$ cat src/hw/scu_pkg.sv
// System control unit package with data register layout, CSR codes and data views
package scu_pkg;

    // --------------------
    // Data register layout
    // --------------------
    localparam int unsigned DR_OP_W   = 2;
    localparam int unsigned DR_ADDR_W = 2;
    localparam int unsigned DR_DATA_W = 4;
    localparam int unsigned DR_W      = DR_OP_W + DR_ADDR_W + DR_DATA_W;

    // Field offsets, data sits at the LSB end
    localparam int unsigned DR_DATA_LSB = 0;
    localparam int unsigned DR_ADDR_LSB = DR_DATA_LSB + DR_DATA_W;
    localparam int unsigned DR_OP_LSB   = DR_ADDR_LSB + DR_ADDR_W;

    // Reset channels and status sync depth
    localparam int unsigned NUM_RST_CHAN       = 3;
    localparam int unsigned STATUS_SYNC_STAGES = 2;

    // Operation codes
    localparam logic [DR_OP_W-1:0] OP_READ    = 'd0;
    localparam logic [DR_OP_W-1:0] OP_WRITE   = 'd1;
    localparam logic [DR_OP_W-1:0] OP_SETBITS = 'd2;
    localparam logic [DR_OP_W-1:0] OP_CLRBITS = 'd3;

    // CSR addresses
    localparam logic [DR_ADDR_W-1:0] ADDR_CONTROL = 'd0;
    localparam logic [DR_ADDR_W-1:0] ADDR_MODE    = 'd1;
    localparam logic [DR_ADDR_W-1:0] ADDR_STATUS  = 'd2;
    localparam logic [DR_ADDR_W-1:0] ADDR_STICKY  = 'd3;

    // Channel order in rst_n_o and rdc_qlfy_o
    localparam int unsigned CHAN_SYS  = 0;
    localparam int unsigned CHAN_CORE = 1;
    localparam int unsigned CHAN_HDU  = 2;

    // --------------------
    // CSR data word, one word seen as CONTROL, MODE or STATUS
    // Reserved bits read 0
    typedef union packed {
        struct packed {
            logic [1:0] rsvd;
            logic       core_reset;
            logic       sys_reset;
        } control;
        struct packed {
            logic [2:0] rsvd;
            logic       hdu_rst_bhv;
        } mode;
        struct packed {
            logic rsvd;
            logic hdu;
            logic core;
            logic sys;
        } status;
    } csr_data_u;

endpackage : scu_pkg

$ cat src/hw/scu_dr_chain.sv
// Scan chain data register, shift and shadow stages with CSR read mux and write builder
`timescale 1ns/1ps

module scu_dr_chain (
    input  logic               clk,
    input  logic               pwrup_rst_n_sync,
    // Scan strobes
    input  logic               ch_sel_i,
    input  logic               ch_id_i,
    input  logic               ch_capture_i,
    input  logic               ch_shift_i,
    input  logic               ch_update_i,
    input  logic               ch_tdi_i,
    // Current CSR values
    input  scu_pkg::csr_data_u control_i,
    input  scu_pkg::csr_data_u mode_i,
    input  scu_pkg::csr_data_u status_i,
    input  scu_pkg::csr_data_u sticky_i,
    output logic               ch_tdo_o,
    // CSR write side
    output scu_pkg::csr_data_u wdata_o,
    output logic               ctrl_wr_o,
    output logic               mode_wr_o,
    output logic               sticky_wr_o
);

    import scu_pkg::*;

    // Strobe decode
    logic                   chain_sel;
    logic                   cap_req;
    logic                   shft_req;
    logic                   upd_req;

    // Shift and shadow stages
    logic [DR_W-1:0]        shift_ff;
    logic [DR_W-1:0]        shadow_ff;

    // Shifted fields
    logic [DR_OP_W-1:0]     op;
    logic [DR_ADDR_W-1:0]   addr;
    csr_data_u              shift_data;

    csr_data_u              rdata;
    csr_data_u              wdata;

    // --------------------
    // Chain select, only chain id 0 belongs to this unit
    assign chain_sel = ch_sel_i & (ch_id_i == 1'b0);
    assign cap_req   = chain_sel & ch_capture_i;
    assign shft_req  = chain_sel & ch_shift_i;
    assign upd_req   = chain_sel & ch_update_i;

    // Field split of the shift stage
    assign op         = shift_ff[DR_OP_LSB +: DR_OP_W];
    assign addr       = shift_ff[DR_ADDR_LSB +: DR_ADDR_W];
    assign shift_data = shift_ff[DR_DATA_LSB +: DR_DATA_W];

    // Capture loads shadow, shift moves right with TDI at the MSB
    always_ff @(posedge clk, negedge pwrup_rst_n_sync) begin
        if (~pwrup_rst_n_sync) begin
            shift_ff <= '0;
        end else if (cap_req) begin
            shift_ff <= shadow_ff;
        end else if (shft_req) begin
            shift_ff <= {ch_tdi_i, shift_ff[DR_W-1:1]};
        end
    end

    // Shadow keeps op/addr and the resulting register value
    always_ff @(posedge clk, negedge pwrup_rst_n_sync) begin
        if (~pwrup_rst_n_sync) begin
            shadow_ff <= '0;
        end else if (upd_req) begin
            shadow_ff <= {op, addr, wdata};
        end
    end

    assign ch_tdo_o = shift_ff[0];

    // --------------------
    // Read mux by address
    always_comb begin
        case (addr)
            ADDR_CONTROL: rdata = control_i;
            ADDR_MODE:    rdata = mode_i;
            ADDR_STATUS:  rdata = status_i;
            ADDR_STICKY:  rdata = sticky_i;
            default:      rdata = '0;
        endcase
    end

    // Write data by op, READ writes back the current value
    always_comb begin
        case (op)
            OP_WRITE:   wdata = shift_data;
            OP_READ:    wdata = rdata;
            OP_SETBITS: wdata = rdata | shift_data;
            OP_CLRBITS: wdata = rdata & ~shift_data;
            default:    wdata = shift_data;
        endcase
    end

    assign wdata_o = wdata;

    // One strobe per non-READ update
    // STATUS has no strobe, STICKY only takes CLRBITS
    assign ctrl_wr_o   = upd_req & (op != OP_READ) & (addr == ADDR_CONTROL);
    assign mode_wr_o   = upd_req & (op != OP_READ) & (addr == ADDR_MODE);
    assign sticky_wr_o = upd_req & (op == OP_CLRBITS) & (addr == ADDR_STICKY);

endmodule : scu_dr_chain

$ cat src/hw/scu_csr_regs.sv
// CONTROL and MODE registers with reset request combining for the three channels
`timescale 1ns/1ps

module scu_csr_regs (
    input  logic                             clk,
    input  logic                             pwrup_rst_n_sync,
    input  scu_pkg::csr_data_u               wdata_i,
    input  logic                             ctrl_wr_i,
    input  logic                             mode_wr_i,
    // External level resets
    input  logic                             rst_n_i,
    input  logic                             cpu_rst_n_i,
    input  logic                             ndm_rst_n_i,
    input  logic                             hart_rst_n_i,
    output scu_pkg::csr_data_u               control_o,
    output scu_pkg::csr_data_u               mode_o,
    output logic [scu_pkg::NUM_RST_CHAN-1:0] rst_req_n_o
);

    import scu_pkg::*;

    // Only the defined bits have storage
    logic sys_reset_ff;
    logic core_reset_ff;
    logic hdu_rst_bhv_ff;

    // Intermediate requests, active low
    logic sys_req_n;
    logic core_req_n;
    logic hdu_req_n;

    // --------------------
    // CONTROL, software system and core resets
    always_ff @(posedge clk, negedge pwrup_rst_n_sync) begin
        if (~pwrup_rst_n_sync) begin
            sys_reset_ff  <= 1'b0;
            core_reset_ff <= 1'b0;
        end else if (ctrl_wr_i) begin
            sys_reset_ff  <= wdata_i.control.sys_reset;
            core_reset_ff <= wdata_i.control.core_reset;
        end
    end

    // MODE, set keeps HDU out of core reset
    always_ff @(posedge clk, negedge pwrup_rst_n_sync) begin
        if (~pwrup_rst_n_sync) begin
            hdu_rst_bhv_ff <= 1'b0;
        end else if (mode_wr_i) begin
            hdu_rst_bhv_ff <= wdata_i.mode.hdu_rst_bhv;
        end
    end

    // Readback views, reserved bits zero
    always_comb begin
        control_o                    = '0;
        control_o.control.sys_reset  = sys_reset_ff;
        control_o.control.core_reset = core_reset_ff;
        mode_o                       = '0;
        mode_o.mode.hdu_rst_bhv      = hdu_rst_bhv_ff;
    end

    // --------------------
    // Request chain: sys feeds core, core feeds HDU
    assign sys_req_n  = ~sys_reset_ff & ndm_rst_n_i & rst_n_i;
    assign core_req_n = sys_req_n & hart_rst_n_i & ~core_reset_ff & cpu_rst_n_i;
    assign hdu_req_n  = core_req_n | hdu_rst_bhv_ff;

    assign rst_req_n_o[CHAN_SYS]  = sys_req_n;
    assign rst_req_n_o[CHAN_CORE] = core_req_n;
    assign rst_req_n_o[CHAN_HDU]  = hdu_req_n;

endmodule : scu_csr_regs

$ cat src/hw/scu_rst_chan.sv
// Reset channel that drops its RDC qualifier one cycle ahead of the reset
`timescale 1ns/1ps

module scu_rst_chan (
    input  logic clk,
    input  logic pwrup_rst_n_sync,
    input  logic rst_req_n_i,
    output logic rst_n_o,
    output logic rdc_qlfy_o
);

    // Two stage pipe of the request
    logic req_ff;
    logic rst_ff;

    // --------------------
    // Both stages come up asserted after power-up
    always_ff @(posedge clk, negedge pwrup_rst_n_sync) begin
        if (~pwrup_rst_n_sync) begin
            req_ff <= 1'b0;
            rst_ff <= 1'b0;
        end else begin
            req_ff <= rst_req_n_i;
            rst_ff <= req_ff;
        end
    end

    // Reset follows the second stage
    assign rst_n_o = rst_ff;

    // Qualifier falls with the first stage, one cycle early
    // and rises only once the reset itself is released
    assign rdc_qlfy_o = req_ff & rst_ff;

endmodule : scu_rst_chan

$ cat src/hw/scu_rst_status.sv
// Reset status synchronizers with rising edge detect and STICKY_STATUS register
`timescale 1ns/1ps

module scu_rst_status (
    input  logic                             clk,
    input  logic                             pwrup_rst_n_sync,
    input  logic [scu_pkg::NUM_RST_CHAN-1:0] rst_n_i,
    input  scu_pkg::csr_data_u               wdata_i,
    input  logic                             sticky_wr_i,
    output scu_pkg::csr_data_u               status_o,
    output scu_pkg::csr_data_u               sticky_o,
    output logic                             sys_rst_status_o,
    output logic                             core_rst_status_o
);

    import scu_pkg::*;

    // Status sync stages, stage 0 samples the inverted resets
    logic [NUM_RST_CHAN-1:0] sync_ff [STATUS_SYNC_STAGES];
    logic [NUM_RST_CHAN-1:0] status_vec;
    logic [NUM_RST_CHAN-1:0] status_dly_ff;
    logic [NUM_RST_CHAN-1:0] status_rise;

    // Sticky bits and their clear value
    logic [NUM_RST_CHAN-1:0] sticky_ff;
    logic [NUM_RST_CHAN-1:0] wr_bits;

    // --------------------
    // Resets are asserted at power-up, so status starts high
    always_ff @(posedge clk, negedge pwrup_rst_n_sync) begin
        if (~pwrup_rst_n_sync) begin
            for (int s = 0; s < STATUS_SYNC_STAGES; s++) begin
                sync_ff[s] <= '1;
            end
            status_dly_ff <= '1;
        end else begin
            sync_ff[0] <= ~rst_n_i;
            for (int s = 1; s < STATUS_SYNC_STAGES; s++) begin
                sync_ff[s] <= sync_ff[s-1];
            end
            status_dly_ff <= status_vec;
        end
    end

    assign status_vec  = sync_ff[STATUS_SYNC_STAGES-1];
    assign status_rise = status_vec & ~status_dly_ff;

    // --------------------
    // CLRBITS result from the chain, mapped per channel
    assign wr_bits[CHAN_SYS]  = wdata_i.status.sys;
    assign wr_bits[CHAN_CORE] = wdata_i.status.core;
    assign wr_bits[CHAN_HDU]  = wdata_i.status.hdu;

    // Rising edge sets, wins over a clear in the same cycle
    always_ff @(posedge clk, negedge pwrup_rst_n_sync) begin
        if (~pwrup_rst_n_sync) begin
            sticky_ff <= '0;
        end else begin
            for (int i = 0; i < NUM_RST_CHAN; i++) begin
                if (status_rise[i]) begin
                    sticky_ff[i] <= 1'b1;
                end else if (sticky_wr_i) begin
                    sticky_ff[i] <= wr_bits[i];
                end
            end
        end
    end

    // Register views, reserved bit zero
    always_comb begin
        status_o             = '0;
        status_o.status.sys  = status_vec[CHAN_SYS];
        status_o.status.core = status_vec[CHAN_CORE];
        status_o.status.hdu  = status_vec[CHAN_HDU];
        sticky_o             = '0;
        sticky_o.status.sys  = sticky_ff[CHAN_SYS];
        sticky_o.status.core = sticky_ff[CHAN_CORE];
        sticky_o.status.hdu  = sticky_ff[CHAN_HDU];
    end

    assign sys_rst_status_o  = status_vec[CHAN_SYS];
    assign core_rst_status_o = status_vec[CHAN_CORE];

endmodule : scu_rst_status

$ cat src/hw/scu_top.sv
// System control unit top level, scan chain CSRs driving three qualified reset channels
`timescale 1ns/1ps

module scu_top (
    input  logic                            clk,
    input  logic                            pwrup_rst_n_sync,
    // Level resets, already synchronous to clk
    input  logic                            rst_n_i,
    input  logic                            cpu_rst_n_i,
    input  logic                            ndm_rst_n_i,
    input  logic                            hart_rst_n_i,
    // Scan chain strobes
    input  logic                            ch_sel_i,
    input  logic                            ch_id_i,
    input  logic                            ch_capture_i,
    input  logic                            ch_shift_i,
    input  logic                            ch_update_i,
    input  logic                            ch_tdi_i,
    output logic                            ch_tdo_o,
    // Generated resets and their RDC qualifiers
    output logic [scu_pkg::NUM_RST_CHAN-1:0] rst_n_o,
    output logic [scu_pkg::NUM_RST_CHAN-1:0] rdc_qlfy_o,
    output logic                            sys_rst_status_o,
    output logic                            core_rst_status_o
);

    import scu_pkg::*;

    // CSR data paths
    csr_data_u                  control;
    csr_data_u                  mode;
    csr_data_u                  status;
    csr_data_u                  sticky;
    csr_data_u                  wdata;

    // Write strobes from the chain
    logic                       ctrl_wr;
    logic                       mode_wr;
    logic                       sticky_wr;

    // Per channel reset requests
    logic [NUM_RST_CHAN-1:0]    rst_req_n;

    // --------------------
    // Scan chain and CSR access
    scu_dr_chain u_dr_chain (
        .clk              (clk),
        .pwrup_rst_n_sync (pwrup_rst_n_sync),
        .ch_sel_i         (ch_sel_i),
        .ch_id_i          (ch_id_i),
        .ch_capture_i     (ch_capture_i),
        .ch_shift_i       (ch_shift_i),
        .ch_update_i      (ch_update_i),
        .ch_tdi_i         (ch_tdi_i),
        .control_i        (control),
        .mode_i           (mode),
        .status_i         (status),
        .sticky_i         (sticky),
        .ch_tdo_o         (ch_tdo_o),
        .wdata_o          (wdata),
        .ctrl_wr_o        (ctrl_wr),
        .mode_wr_o        (mode_wr),
        .sticky_wr_o      (sticky_wr)
    );

    // CONTROL, MODE and request combining
    scu_csr_regs u_csr_regs (
        .clk              (clk),
        .pwrup_rst_n_sync (pwrup_rst_n_sync),
        .wdata_i          (wdata),
        .ctrl_wr_i        (ctrl_wr),
        .mode_wr_i        (mode_wr),
        .rst_n_i          (rst_n_i),
        .cpu_rst_n_i      (cpu_rst_n_i),
        .ndm_rst_n_i      (ndm_rst_n_i),
        .hart_rst_n_i     (hart_rst_n_i),
        .control_o        (control),
        .mode_o           (mode),
        .rst_req_n_o      (rst_req_n)
    );

    // --------------------
    // One qualifier/reset sequencer per channel
    for (genvar i = 0; i < NUM_RST_CHAN; i++) begin : g_rst_chan
        scu_rst_chan u_rst_chan (
            .clk              (clk),
            .pwrup_rst_n_sync (pwrup_rst_n_sync),
            .rst_req_n_i      (rst_req_n[i]),
            .rst_n_o          (rst_n_o[i]),
            .rdc_qlfy_o       (rdc_qlfy_o[i])
        );
    end

    // Status sync back and STICKY_STATUS
    scu_rst_status u_rst_status (
        .clk               (clk),
        .pwrup_rst_n_sync  (pwrup_rst_n_sync),
        .rst_n_i           (rst_n_o),
        .wdata_i           (wdata),
        .sticky_wr_i       (sticky_wr),
        .status_o          (status),
        .sticky_o          (sticky),
        .sys_rst_status_o  (sys_rst_status_o),
        .core_rst_status_o (core_rst_status_o)
    );

endmodule : scu_top

$ cat config.mk
export PLATFORM = sky130hd
export DESIGN_NAME = scu_top
export DESIGN_NICKNAME = d
export VERILOG_FILES = /design/src/hw/scu_pkg.sv /design/src/hw/scu_dr_chain.sv /design/src/hw/scu_csr_regs.sv /design/src/hw/scu_rst_chan.sv /design/src/hw/scu_rst_status.sv /design/src/hw/scu_top.sv
export SDC_FILE = /design/constraint.sdc
export NUM_CORES = 1
export LEC_CHECK = 0
export BUFFER_PORTS_ARGS = -buffer_cell sky130_fd_sc_hd__buf_2
export CAP_MARGIN = 20
export CORE_UTILIZATION = 50
export CTS_CLUSTER_SIZE = 30
export DETAILED_ROUTE_END_ITERATION = 10
export GPL_ROUTABILITY_DRIVEN = 0
export PLACE_DENSITY_LB_ADDON = 0.12
export SETUP_SLACK_MARGIN = 0.1
export SLEW_MARGIN = 20
export SYNTH_ARGS = -nofsm -noshare
export SYNTH_HDL_FRONTEND = slang
export SYNTH_SLANG_ARGS = --single-unit
$ cat constraint.sdc
create_clock -name clk -period 1.9 [get_ports clk]
set_clock_uncertainty 0.2 [all_clocks]
set_input_delay 0.19 -clock clk [delete_from_list [all_inputs] [get_ports clk]]
set_output_delay 0.19 -clock clk [all_outputs]
set_load 0.005 [all_outputs]
### After elaboration in Yosys (flattened, before gate mapping)

Cells that the tools add are included.

| storage, ports and cells | value |
|---|---|
| memory bits (writable) | 0 |
| bits in latches | 0 |
| word-level logic and storage cells | 67 |
| memories kept | 0 |
| bits in registers | 37 |
| memory bits (read-only) | 0 |

| cells by class | value |
|---|---|
| multiplexer cells | 10 |
| divide/modulo/power cells | 0 |
| shifts and indexed selects | 0 |
| equality and inequality tests | 6 |
| order comparisons | 0 |
| $add $sub $neg | 0 |
| reduce and logical (&&, ||, !) cells | 7 |
| bitwise logic cells | 27 |
| $mul | 0 |

Operator list:

| cell | number |
|---|---|
| 4-bit case mux with 4 select lines | 2 |
| 1-bit bitwise AND | 17 |
| 8-bit two-way mux | 2 |
| 2-bit nonzero test | 5 |
| 2-bit equality test, second input constant | 4 |
| 1-bit two-way mux | 6 |
| 3-bit NOT | 2 |
| 4-bit bitwise AND | 1 |
| 2-bit by 1-bit equality test with 1-bit output, second input constant | 2 |
| 2-bit zero test | 2 |
| 4-bit NOT | 1 |
| 4-bit bitwise OR | 1 |
| 3-bit bitwise AND | 1 |
| 1-bit NOT | 3 |
| 1-bit bitwise OR | 1 |

### Logic depth before layout (Yosys ltp)

Gate-level depths: netlist (run 1).

| depth | value |
|---|---|
| word-level depth | 7 |
| mapped depth | 6 |
| gate-level depth less buffers | 4 |

### Cells and area by module

A second synthesis (run 1) with hierarchy kept.

| second synthesis, totals | value |
|---|---|
| cells, all modules | 148 |
| area total of the unflattened synthesis | 1759.2 µm² |

Modules (own cells, without submodules):

| module | cells each | seq. area each (µm²) | times used | area an instance (µm²) |
|---|---|---|---|---|
| scu_dr_chain | 84 | 400.4 | 1 | 928.4 |
| scu_rst_status | 30 | 311.5 | 1 | 420.4 |
| scu_csr_regs | 25 | 75.1 | 1 | 241.5 |
| scu_rst_chan | 3 | 50.0 | 3 | 56.3 |

### Least setup slack after synthesis (run 1)

OpenSTA, ideal clock, no wires.

| timing | value |
|---|---|
| path kind | reg2reg |
| start point | register u_dr_chain.shift_ff[5] |
| end point | register u_csr_regs.sys_reset_ff |
| arrival time | 1.270 ns |
| path slack | 0.305 ns |
| setup time | 0.125 ns |
| data required time | 1.575 ns |
| buffers on the path | 0 |
| period minus slack after synthesis | 1.595 ns |
| stages on the path, launching flop included | 5 |
| path through | dfrtp_1 mux4_2 o21ai_2 o21ai_2 mux2_2 |

| on the way | value |
|---|---|
| longest elaborated chain between the ends | 4 |
| elaborated cells between the ends (all ways) | 9 |
| classes of those cells | eq/ne (3); mux (2); bitwise (3); reduce/logical (1) |

RTL lines:

| item | line | source |
|---|---|---|
| from (decl) | scu_dr_chain.sv:36 | `logic [DR_W-1:0] shift_ff;` |
| from (signal assigned) | scu_dr_chain.sv:64 | `shift_ff <= shadow_ff;` |
| from (signal assigned) | scu_dr_chain.sv:66 | `shift_ff <= {ch_tdi_i, shift_ff[DR_W-1:1]};` |
| 2-bit equality test, or another cell as far along | scu_dr_chain.sv:84 | `case (addr)` |
| 4-bit case mux with 4 select lines | scu_dr_chain.sv:84 |  |
| 4-bit bitwise AND or 4-bit bitwise OR (tied branches) | scu_dr_chain.sv:99, scu_dr_chain.sv:98 |  |
| 4-bit case mux with 4 select lines | scu_dr_chain.sv:95 | `case (op)` |
| to (signal assigned) | scu_csr_regs.sv:39 | `sys_reset_ff <= wdata_i.control.sys_reset;` |
| to (decl) | scu_csr_regs.sv:23 | `logic sys_reset_ff;` |

Parallel ways exist; a longest one is shown, timed or not. The select of a mux whose other input is x is not followed.
A chain may end at the register's enable or synchronous reset.

### Worst setup path in the final report (run 1)

Same ends and word-level chain as after synthesis.

==> results of run 1 <==
[worst paths after layout]
path,from,endpoint,slack [ns],depth (start not counted)
setup reg to reg,u_dr_chain.shift_ff[5],u_csr_regs.sys_reset_ff,0.18,4
hold reg to reg,u_rst_status.sync_ff[5],u_rst_status.status_vec[2],0.16,0
max in group asynchronous,pwrup_rst_n_sync,u_dr_chain.shift_ff[7],0.95,3
setup / recovery,u_dr_chain.shift_ff[5],u_csr_regs.sys_reset_ff,0.18,4
hold / removal,ch_capture_i,u_dr_chain.shift_ff[2],0.03,3
min in group asynchronous,pwrup_rst_n_sync,u_dr_chain.shift_ff[5],0.20,3
[where the power goes]
part           internal (µW)  switching, µW  leakage (µW)
combinational            239            245      0.000415
sequential               925            119      0.000448
clock                    314            246     0.0000455
[per-layer routing]
| layer | vias to the layer above | routed length, µm | global-route usage |
|---|---|---|---|
| met4 | 0 | 62 | 0.1296 |
| met5 | - | 0 | 0 |
| li1 | 576 | - | - |
| met2 | 33 | 1505 | 0.3159 |
| met3 | 6 | 148 | 0.06710 |
| met1 | 583 | 1510 | 0.2806 |
[area by class of cell]
cell class | instances | share of cell area
sequential | 37 | 0.4839
multi-input combinational | 92 | 0.3097
timing repair buffer | 35 | 0.1187
clock buffer | 7 | 0.02839
tap | 44 | 0.02839
clock inverter | 1 | 0.01548
inverter | 8 | 0.01548
[synthesized netlist by cell type]
cell / n
nand2b_1: 3
nor2b_1: 3
o21ai_2: 2
a221oi_1: 1
buf_6: 2
nand2_1: 17
mux2_1: 2
and3_1: 1
nor3b_1: 3
clkbuf_1: 2
mux4_2: 1
and4_1: 1
nand4_1: 1
mux2_4: 1
xor2_1: 1
mux2i_1: 3
o22ai_1: 6
nor2_1: 5
buf_4: 8
o31ai_1: 1
or2_2: 2
nand3_1: 1
a22o_1: 1
a21oi_1: 6
a221o_1: 1
o21ai_1: 11
a211oi_1: 1
nor3_1: 2
nand2_4: 1
o21ai_0: 1
and2_1: 5
dfstp_2: 9
inv_1: 8
dfrtp_1: 28
a31oi_1: 1
a22oi_1: 4
mux2_2: 2
nor4_4: 1
buf_2: 1
[stage by stage]
stage	instance area [µm²]	hold WS [ns]	total power, µW	utilization	cells
after floorplan	1663	-0.3056	1380	-	150
after global placement	1775	0.04790	1503	0.5722	208
after detailed placement	1775	0.05114	1519	0.5722	208
after CTS	1931	0.01481	2102	0.6222	223
after global routing	1939	0.03669	2223	0.6250	224
final	1939	0.03388	2088	0.6250	224
[cells by family (layout without fill, tap and decap cells)]
group | Yosys count | in the layout | share of synthesized area
compound gates | 36 | 36 | 0.1347
xor+xnor | 1 | 1 | 0.005268
buf+inv | 21 | 51 | 0.07524
flops | 37 | 37 | 0.5636
mux | 9 | 9 | 0.06772
simple gates | 46 | 46 | 0.1535
[flip-flops by register name (all words and copies together) (netlist names), 3 cells and up]
register	count
u_rst_status.status_dly_ff	3
u_rst_status.sync_ff	3
u_dr_chain.shift_ff	8
u_rst_status.sticky_ff	3
u_rst_status.status_vec	3
u_dr_chain.shadow_ff	8
g_rst_chan.u_rst_chan.req_ff	3
g_rst_chan.u_rst_chan.rst_n_o	3
[worst max-delay path: cells and delay by family, from the launching register on]
family         cells  cell delay (ns)
AO/OA/AOI/OAI      2             0.17
multiplexers       2             0.83
flip-flops         1             0.41
[what timing repair did]
item | in CTS | in global routing
endpoints found under the hold margin | 34 | 0
setup buffers | 0 | 1
endpoints found under the setup margin | 0 | 3
gates resized for setup | 0 | 1
hold buffers | 7 | 0
==> metrics.md, run 1 <==
| Metric | Value |
|---|---|
| Relative slew slack | 0.7080 |
| Register area | 938.4 µm² |
| Drt wl/cell | 14.40 µm |
| Fillcell total | 287 |
| Post-synth top area share | 0.4214 |
| Setup TNS | 0 ns |
| Via-per-instance ratio | 5.348 |
| Clock Pin Slew Worst Setup and Hold Paths | 0.11 ns |
| Final antenna-violating net count | 0 |
| Setup WS post-layout | 0.1850 ns |
| Final-report max-slew violation count | 0 |
| Full die area | 3561 µm² |
| Root Driver | clkbuf_4 |
| Max-cap violations | 0 |
| GRT overflow | 0 |
| Avg Inst Size Synth | 11.09 µm² |
| Worst Setup End Kind | flip-flop |
| Crit-path max FO | 3 |
| Min-Delay Path Class | in -> reg |
| CTS Buffer Depth | 2 |
| Critical path cell sequence | mux4_2 -> o21ai_2 -> o21ai_2 -> mux2_2 |
| Commonest non-fill, non-tap cells in the layout | 27 x dfrtp_1, 20 x buf_2, 17 x nand2_1, 11 x o21ai_1, 9 x dfstp_2 |
| Crit-path most repeated cell | o21ai_2 |
| Clock sinks | 37 |
| # rows | 20 |
| Synth area leaders | dfrtp_1 42%, dfstp_2 14%, nand2_1 3.8% |
| Iter 0 DRT Violations | 42 |
| Commonest non-fill, non-tap cell in the layout | dfrtp_1 |
| Final setup viols | 0 |
| CP Data Required Time | 1.93 ns |
| Area of the multi-input gates | 600.6 µm² |
| Initial Util | 0.5359 |
| Max incr delay on CP | 0.56 ns |
| HPWL after DPL | 2285 µm |
| # diodes | 0 |
| Die W | 59.67 µm |
| Unrepaired setup endpoints after global routing | true |
| Leakage power | 0.0009085 µW |
| I/O Pins | 21 |
| Post-Syn Area | 1663 µm² |
| Slowest CP cell | mux4_2 |
| Critical path class | reg -> reg |
| Layout area overhead | 16.63% |
| Crit start category | flip-flop |
| Via count | 1198 |
| CTS buffer count | 5 |
| Yosys warns | 0 |
| IO buf count | 20 |
| Vias in the first global route | 1211 |
| Clk_lat worst skew | 0.34 ns |
| Worst vdd ir | 0.6343 mV |
| Number of nets produced by synthesis | 162 |
| Seq cells post-synth | 37 |
| Final net count | 191 |
| Yosys cell types | 39 |
| Final period util | 0.9027 |
| Total wire length | 3226 µm |
| GRT Util Overall | 0.2159 |
| Area leader, netlist | dfrtp_1 |
| Cells after Synth | 150 |
| Slew of the pin with the lowest slew margin | 0.4381 ns |
| Power Density | 1077 nW/µm² |
| Core Region | 3103 µm² |
| Pin count of the biggest net entering global routing | 38 |
| Sequential area share after synthesis | 0.5636 |
| First-pass GRT wire length | 5506 µm |
| Setup WS pre-CTS | 0.1330 ns |
| CTS tree | built |
| CP Data Arrival Time | 1.75 ns |
| Drt first pass iters | 4 |
| Status | complete, no violations |
| Initial antenna violation count | 0 |
| Fraction of layout cells with a size suffix above 1 | 0.3056 |
| Crit path time final | 1.715 ns |
| Remaining DRCs | 0 |
| Peak Freq | 583.1 MHz |
| H-Tree Depth | 2 |
| Final Hold Viols | 0 |
| Die Height | 59.67 µm |
No activity file was read; power rests on OpenSTA's default activity.
==> run 2: changes to the inputs <==
--- a/config.mk
+++ b/config.mk
@@ -7,10 +7,12 @@
 export LEC_CHECK = 0
 export BUFFER_PORTS_ARGS = -buffer_cell sky130_fd_sc_hd__buf_2
 export CAP_MARGIN = 20
+export CORE_ASPECT_RATIO = 0.7
 export CORE_UTILIZATION = 50
 export CTS_CLUSTER_SIZE = 30
 export DETAILED_ROUTE_END_ITERATION = 10
 export GPL_ROUTABILITY_DRIVEN = 0
+export GPL_TIMING_DRIVEN = 0
 export PLACE_DENSITY_LB_ADDON = 0.12
 export SETUP_SLACK_MARGIN = 0.1
 export SLEW_MARGIN = 20
==> run 2 against run 1 <==
  * Hold slack worse by 0.028 ns
  * Global-route usage fell by 0.29 points
  * Via count is 0.33% lower
  * Cell area decreased by 1.2%
  * Critical path depth increased by 1
  * First-iteration DRC count increased by 90%
  * Total power is 2.7% lower
  * Routed wire length increased by 0.62%
  * Fmax rose by 1.9%
  * Register-to-register slack improved by 0.03 ns
  * Critical path type unchanged
  * Critical endpoint is now u_dr_chain.shadow_ff[1]
  * Highest routed layer unchanged
==> metrics.md, run 2 (synthesized netlist as in run 1, its figures left out) <==
| Metric | Value |
|---|---|
| Commonest non-fill, non-tap cell in the layout | dfrtp_1 |
| Final net count | 191 |
| Logic pwr share | 0.248 |
| Register area | 937.1 µm² |
| CTS Buffer Depth | 2 |
| Hold path startpoint | ch_tdi_i |
| Area of the multi-input gates | 600.6 µm² |
| Sw Ratio | 0.3002 |
| First-pass GRT wire length | 5713 µm |
| Root Driver | clkbuf_8 |
| # rows | 17 |
| FF-to-FF path depth | 5 |
| CTS buffer count | 5 |
| Worst Setup End Kind | flip-flop |
| Crit path time final | 1.684 ns |
| Clock Power Share | 0.250 |
| WHS Endpoint | u_dr_chain.shift_ff[7] |
| Total wire length | 3246 µm |
| Critical path cell sequence | buf_6 -> mux2_4 -> a221oi_1 -> nand2b_1 -> o21ai_1 |
| Worst vdd ir | 0.7225 mV |
| Levels on crit path | 5 |
| Post_cts resized | 0 |
| Setup bufs post-CTS | 0 |
| Commonest non-fill, non-tap cells in the layout | 28 x dfrtp_1, 20 x buf_2, 17 x nand2_1, 11 x o21ai_1, 9 x dfstp_2 |
| Status | complete, no violations |
| Via count | 1194 |
| Post-layout util | 0.6044 |
| CP Data Arrival Time | 1.63 ns |
| Max-cap violations | 0 |
| Leakage power | 0.0009025 µW |
| Crit-path max FO | 9 |
| Via-per-instance ratio | 5.477 |
| Drt first pass iters | 4 |
| GRT overflow | 0 |
| Switching power | 609.8 µW |
| Vias in the first global route | 1232 |
| Setup TNS | 0 ns |
| Final-report max-slew violation count | 0 |
| Fraction of layout cells with a size suffix above 1 | 0.3000 |
| Layout area overhead | 15.20% |
| Relative slew slack | 0.4557 |
| Reg2reg end | u_dr_chain.shadow_ff[1] |
| Remaining DRCs | 0 |
| Core Region | 3169 µm² |
| Critical path class | reg -> reg |
| Fillcell total | 259 |
| Power Total | 2031 µW |
| GRT Util Overall | 0.2130 |
| Slew of the pin with the lowest slew margin | 0.8164 ns |
| Pin count of the biggest net entering global routing | 38 |
| CP Data Required Time | 1.85 ns |
| Initial antenna violation count | 0 |
| Die W | 70.93 µm |
| Clk_lat worst skew | 0.28 ns |
| H-Tree Depth | 2 |
| Slowest CP cell | dfrtp_1 |
| Largest regs | u_dr_chain.shadow_ff (8), u_dr_chain.shift_ff (8) |
| Crit-path leading delay family | flip-flops |
| Hold path depth | 3 |
| Clock Pin Slew Worst Setup and Hold Paths | 0.07 ns |
| IO buf count | 19 |
| Slack of the worst reg-to-reg path | 0.22 ns |
| CTS tree | built |
| Die Height | 50.25 µm |
| Final Hold Viols | 0 |
| HPWL after DPL | 2334 µm |
| Unrepaired setup endpoints after global routing | false |
| # diodes | 0 |
| Peak Freq | 594.0 MHz |
| Sequential Power Share | 0.502 |
| Hold Buf Count CTS | 3 |
| CP Buf/Inv Count | 1 |
| Power Density | 1060 nW/µm² |
| Hold WS | 0.006202 ns |
| Drt wl/cell | 14.89 µm |
| Full die area | 3564 µm² |
| Crit start category | flip-flop |
| Final antenna-violating net count | 0 |
| Internal power | 1421 µW |
| Final setup viols | 0 |
| Worst r2r src | u_dr_chain.shift_ff[4] |
| Initial Util | 0.5247 |
| I/O Pins | 21 |
| Final period util | 0.8861 |
| Iter 0 DRT Violations | 80 |
| Clock sinks | 37 |
| Max incr delay on CP | 0.37 ns |
| Min-Delay Path Class | in -> reg |
==> run 2: metal layers <==
layer	part of all wire	up-vias	GRT usage	routed length, µm
met5	0	-	0	0
met2	0.48	24	0.3269	1545
met3	0.041	2	0.06024	134
li1	-	576	-	-
met1	0.48	592	0.2978	1549
met4	0.0052	0	0.06000	17
==> run 2: worst max-delay path by stage <==
stage | from | to | slack [ns]
floorplan | u_dr_chain.shift_ff[5] | u_csr_regs.sys_reset_ff | 0.31
global placement | u_dr_chain.shift_ff[5] | u_csr_regs.sys_reset_ff | 0.25
detailed placement | u_dr_chain.shift_ff[4] | u_dr_chain.shadow_ff[1] | 0.22
CTS | u_dr_chain.shift_ff[4] | u_dr_chain.shadow_ff[1] | 0.22
global route | u_dr_chain.shift_ff[4] | u_dr_chain.shadow_ff[1] | 0.16
finish | u_dr_chain.shift_ff[4] | u_dr_chain.shadow_ff[1] | 0.22
==> run 2: final cells by class <==
class,count,area share
sequential,37,0.4892
multi-input combinational,92,0.3135
timing repair buffer,22,0.06532
buffer,13,0.04964
clock buffer,8,0.04180
tap,38,0.02482
inverter,8,0.01568
==> run 2: worst reg2reg max path, stage by stage (launching register included) <==
cell and delay, ns:
dfrtp_1 0.37, buf_6 0.15, mux2_4 0.31, a221oi_1 0.28, nand2b_1 0.18, o21ai_1 0.07
==> run 2: stage by stage <==
| step | instance area, µm² | std cells | worst slack, ns |
|---|---|---|---|
| floorplan | 1663 | 150 | 0.3052 |
| global placement | 1805 | 207 | 0.2466 |
| detailed placement | 1805 | 207 | 0.2217 |
| CTS | 1916 | 218 | 0.2154 |
| finish | 1916 | 218 | 0.2164 |
| global route | 1916 | 218 | 0.1574 |
==> run 2: power by group through the flow <==
| stage | registers (µW) | logic [µW] | clock network [µW] |
|---|---|---|---|
| finish | 1020 | 504 | 508 |
| global route | 1030 | 572 | 558 |
| CTS | 1020 | 506 | 525 |
| detailed placement | 1030 | 496 | 0 |
| global placement | 1030 | 483 | 0 |
| floorplan | 1010 | 375 | 0 |
==> run 3: changes to the inputs <==
==> constraint.sdc (replaced) <==
create_clock -name clk -period 1.7 [get_ports clk]
set_clock_uncertainty 0.2 [all_clocks]
set_input_delay 0.17 -clock clk [delete_from_list [all_inputs] [get_ports clk]]
set_output_delay 0.17 -clock clk [all_outputs]
set_load 0.005 [all_outputs]
==> run 3 against run 2 <==
  * Cell count rose by 3.7%
  * Combinational power rose by 33%
  * Non-clock buffer count rose by 8
  * Global-route usage rose by 0.84 points
  * Sequential power rose by 13%
  * The flow now finishes with violations (negative setup slack)
  * Routed wire length rose by 5.5%
  * Largest power group unchanged
  * Largest cell class unchanged
==> metrics.md, run 3 (synthesized netlist as in run 1, its figures left out) <==
| Metric | Value |
|---|---|
| Crit start category | flip-flop |
| Final setup viols | 2 |
| Clock Power Share | 0.239 |
| Commonest non-fill, non-tap cells in the layout | 28 x dfrtp_1, 21 x buf_2, 17 x nand2_1, 13 x buf_4 |
| Status | finished with violations |
| CTS tree | built |
| Full die area | 3564 µm² |
| Final net count | 199 |
| Placed Area | 1805 µm² |
| # rows | 17 |
| Commonest non-fill, non-tap cell in the layout | dfrtp_1 |
| Slowest CP cell | mux4_2 |
| Iter 0 DRT Violations | 79 |
| Area of the multi-input gates | 648.1 µm² |
| Hold path startpoint | hart_rst_n_i |
| Register area | 937.1 µm² |
| Root Driver | clkbuf_8 |
| Remaining DRCs | 0 |
| Switching power | 732.5 µW |
| Fraction of layout cells with a size suffix above 1 | 0.3723 |
| Layout area overhead | 21.90% |
| Via-per-instance ratio | 5.491 |
| Sw Ratio | 0.3069 |
| Initial antenna violation count | 0 |
| Leakage power | 0.0009599 µW |
| H-Tree Depth | 2 |
| Hold WS | 0.01204 ns |
| CTS buffer count | 5 |
| Final-report max-slew violation count | 0 |
| Clk_lat worst skew | 0.28 ns |
| Worst r2r src | u_dr_chain.shift_ff[5] |
| CTS Buffer Depth | 2 |
| GRT Util Overall | 0.2214 |
| I/O Pins | 21 |
| Slack of the worst reg-to-reg path | -0.01 ns |
| Pin count of the biggest net entering global routing | 38 |
| Clock sinks | 37 |
| Internal power | 1654 µW |
| Crit-path max FO | 3 |
| Clock Pin Slew Worst Setup and Hold Paths | 0.07 ns |
| Total wire length | 3423 µm |
| Crit path time final | 1.710 ns |
| Final Hold Viols | 0 |
| WHS Endpoint | g_rst_chan[1].u_rst_chan.req_ff |
| Setup WS post-layout | -0.009954 ns |
| HPWL after DPL | 2334 µm |
| Relative slew slack | 0.4570 |
| Drt first pass iters | 4 |
| First-pass GRT wire length | 5913 µm |
| Final Cell Area | 2027 µm² |
| Fillcell total | 249 |
| IO buf count | 19 |
| Final period util | 1.006 |
| CP Data Arrival Time | 1.67 ns |
| Crit-path most repeated cell | o21ai_2 |
| Peak Freq | 584.8 MHz |
| Max incr delay on CP | 0.56 ns |
| CP Data Required Time | 1.66 ns |
| Hold path depth | 2 |
| Largest regs | u_dr_chain.shadow_ff (8), u_dr_chain.shift_ff (8) |
| Sequential Power Share | 0.481 |
| GRT overflow | 0 |
| Initial Util | 0.5247 |
| FF-to-FF path depth | 4 |
| Worst vdd ir | 0.8290 mV |
| Vias in the first global route | 1259 |
| Max-cap violations | 0 |
| Worst Setup End Kind | flip-flop |
| Die W | 70.93 µm |
| Slew of the pin with the lowest slew margin | 0.8145 ns |
| Unrepaired setup endpoints after global routing | true |
| Core Region | 3169 µm² |
| Failing checks | negative setup slack |
| Logic pwr share | 0.280 |
| Drt wl/cell | 15.15 µm |
| Setup TNS | -0.01311 ns |
| Via count | 1241 |
| Final antenna-violating net count | 0 |
| Critical path cell sequence | mux4_2 -> o21ai_2 -> o21ai_2 -> mux2_2 |
| # diodes | 0 |
| Critical path class | reg -> reg |
| Min-Delay Path Class | in -> reg |
| Power Density | 1178 nW/µm² |
| Reg2reg end | u_csr_regs.sys_reset_ff |
| Die Height | 50.25 µm |
-- run 3: area by class of cell --
| type | instances | share of cell area |
|---|---|---|
| Sequential cell | 37 | 0.4623 |
| Multi-Input combinational cell | 92 | 0.3198 |
| Timing Repair Buffer | 30 | 0.09136 |
| Buffer | 13 | 0.04877 |
| Clock buffer | 8 | 0.03951 |
| Tap cell | 38 | 0.02346 |
| Inverter | 8 | 0.01481 |
-- run 3: power by group through the flow --
stage	registers [µW]	clock network (µW)	logic, µW
floorplan	1120	0	419
global placement	1150	0	539
detailed placement	1150	0	554
CTS	1140	586	620
global route	1160	623	746
finish	1150	571	668
-- run 3: metal layers --
metal / wire [µm] / vias to the layer above / track usage / share of wire
met5: 0 / - / 0 / 0
met4: 21 / 0 / 0.05000 / 0.0061
li1: - / 594 / - / -
met3: 197 / 4 / 0.05422 / 0.058
met1: 1579 / 607 / 0.3092 / 0.46
met2: 1625 / 36 / 0.3526 / 0.47
-- run 3: stage by stage --
step | cells | power, µW | worst slack (ns) | utilization
floorplan | 150 | 1543 | 0.1052 | -
global placement | 207 | 1686 | 0.04656 | 0.5697
detailed placement | 207 | 1706 | 0.02170 | 0.5697
CTS | 222 | 2346 | 0.03042 | 0.6222
global route | 226 | 2532 | -0.03922 | 0.6396
finish | 226 | 2387 | -0.009954 | 0.6396
-- run 3: worst max-delay path by stage --
stage                                 startpoint                        end  slack [ns]  cells past startpoint
after detailed placement  u_dr_chain.shift_ff[4]    u_dr_chain.shadow_ff[1]        0.02                      5
after floorplan           u_dr_chain.shift_ff[5]    u_csr_regs.sys_reset_ff        0.11                      4
after CTS                 u_dr_chain.shift_ff[5]    u_csr_regs.sys_reset_ff        0.03                      4
after global routing      u_dr_chain.shift_ff[5]  u_csr_regs.hdu_rst_bhv_ff       -0.04                      4
final                     u_dr_chain.shift_ff[5]    u_csr_regs.sys_reset_ff       -0.01                      4
after global placement    u_dr_chain.shift_ff[5]    u_csr_regs.sys_reset_ff        0.05                      4
-- run 3: what timing repair did --
item / CTS / global route
gates cloned: 1 / 0
endpoints found under the setup margin: 6 / 8
buffers inserted: 2 / 4
gates resized for setup: 5 / 6
endpoints found under the hold margin: 30 / 0
pin swaps: 3 / 3
hold buffers: 4 / 0
-- run 3: critical path, delay by kind of cell (launching register included) --
family / cells / cell delay, ns
muxes: 2 / 0.83
AOI/OAI and AO/OA: 2 / 0.19
DFF: 1 / 0.39
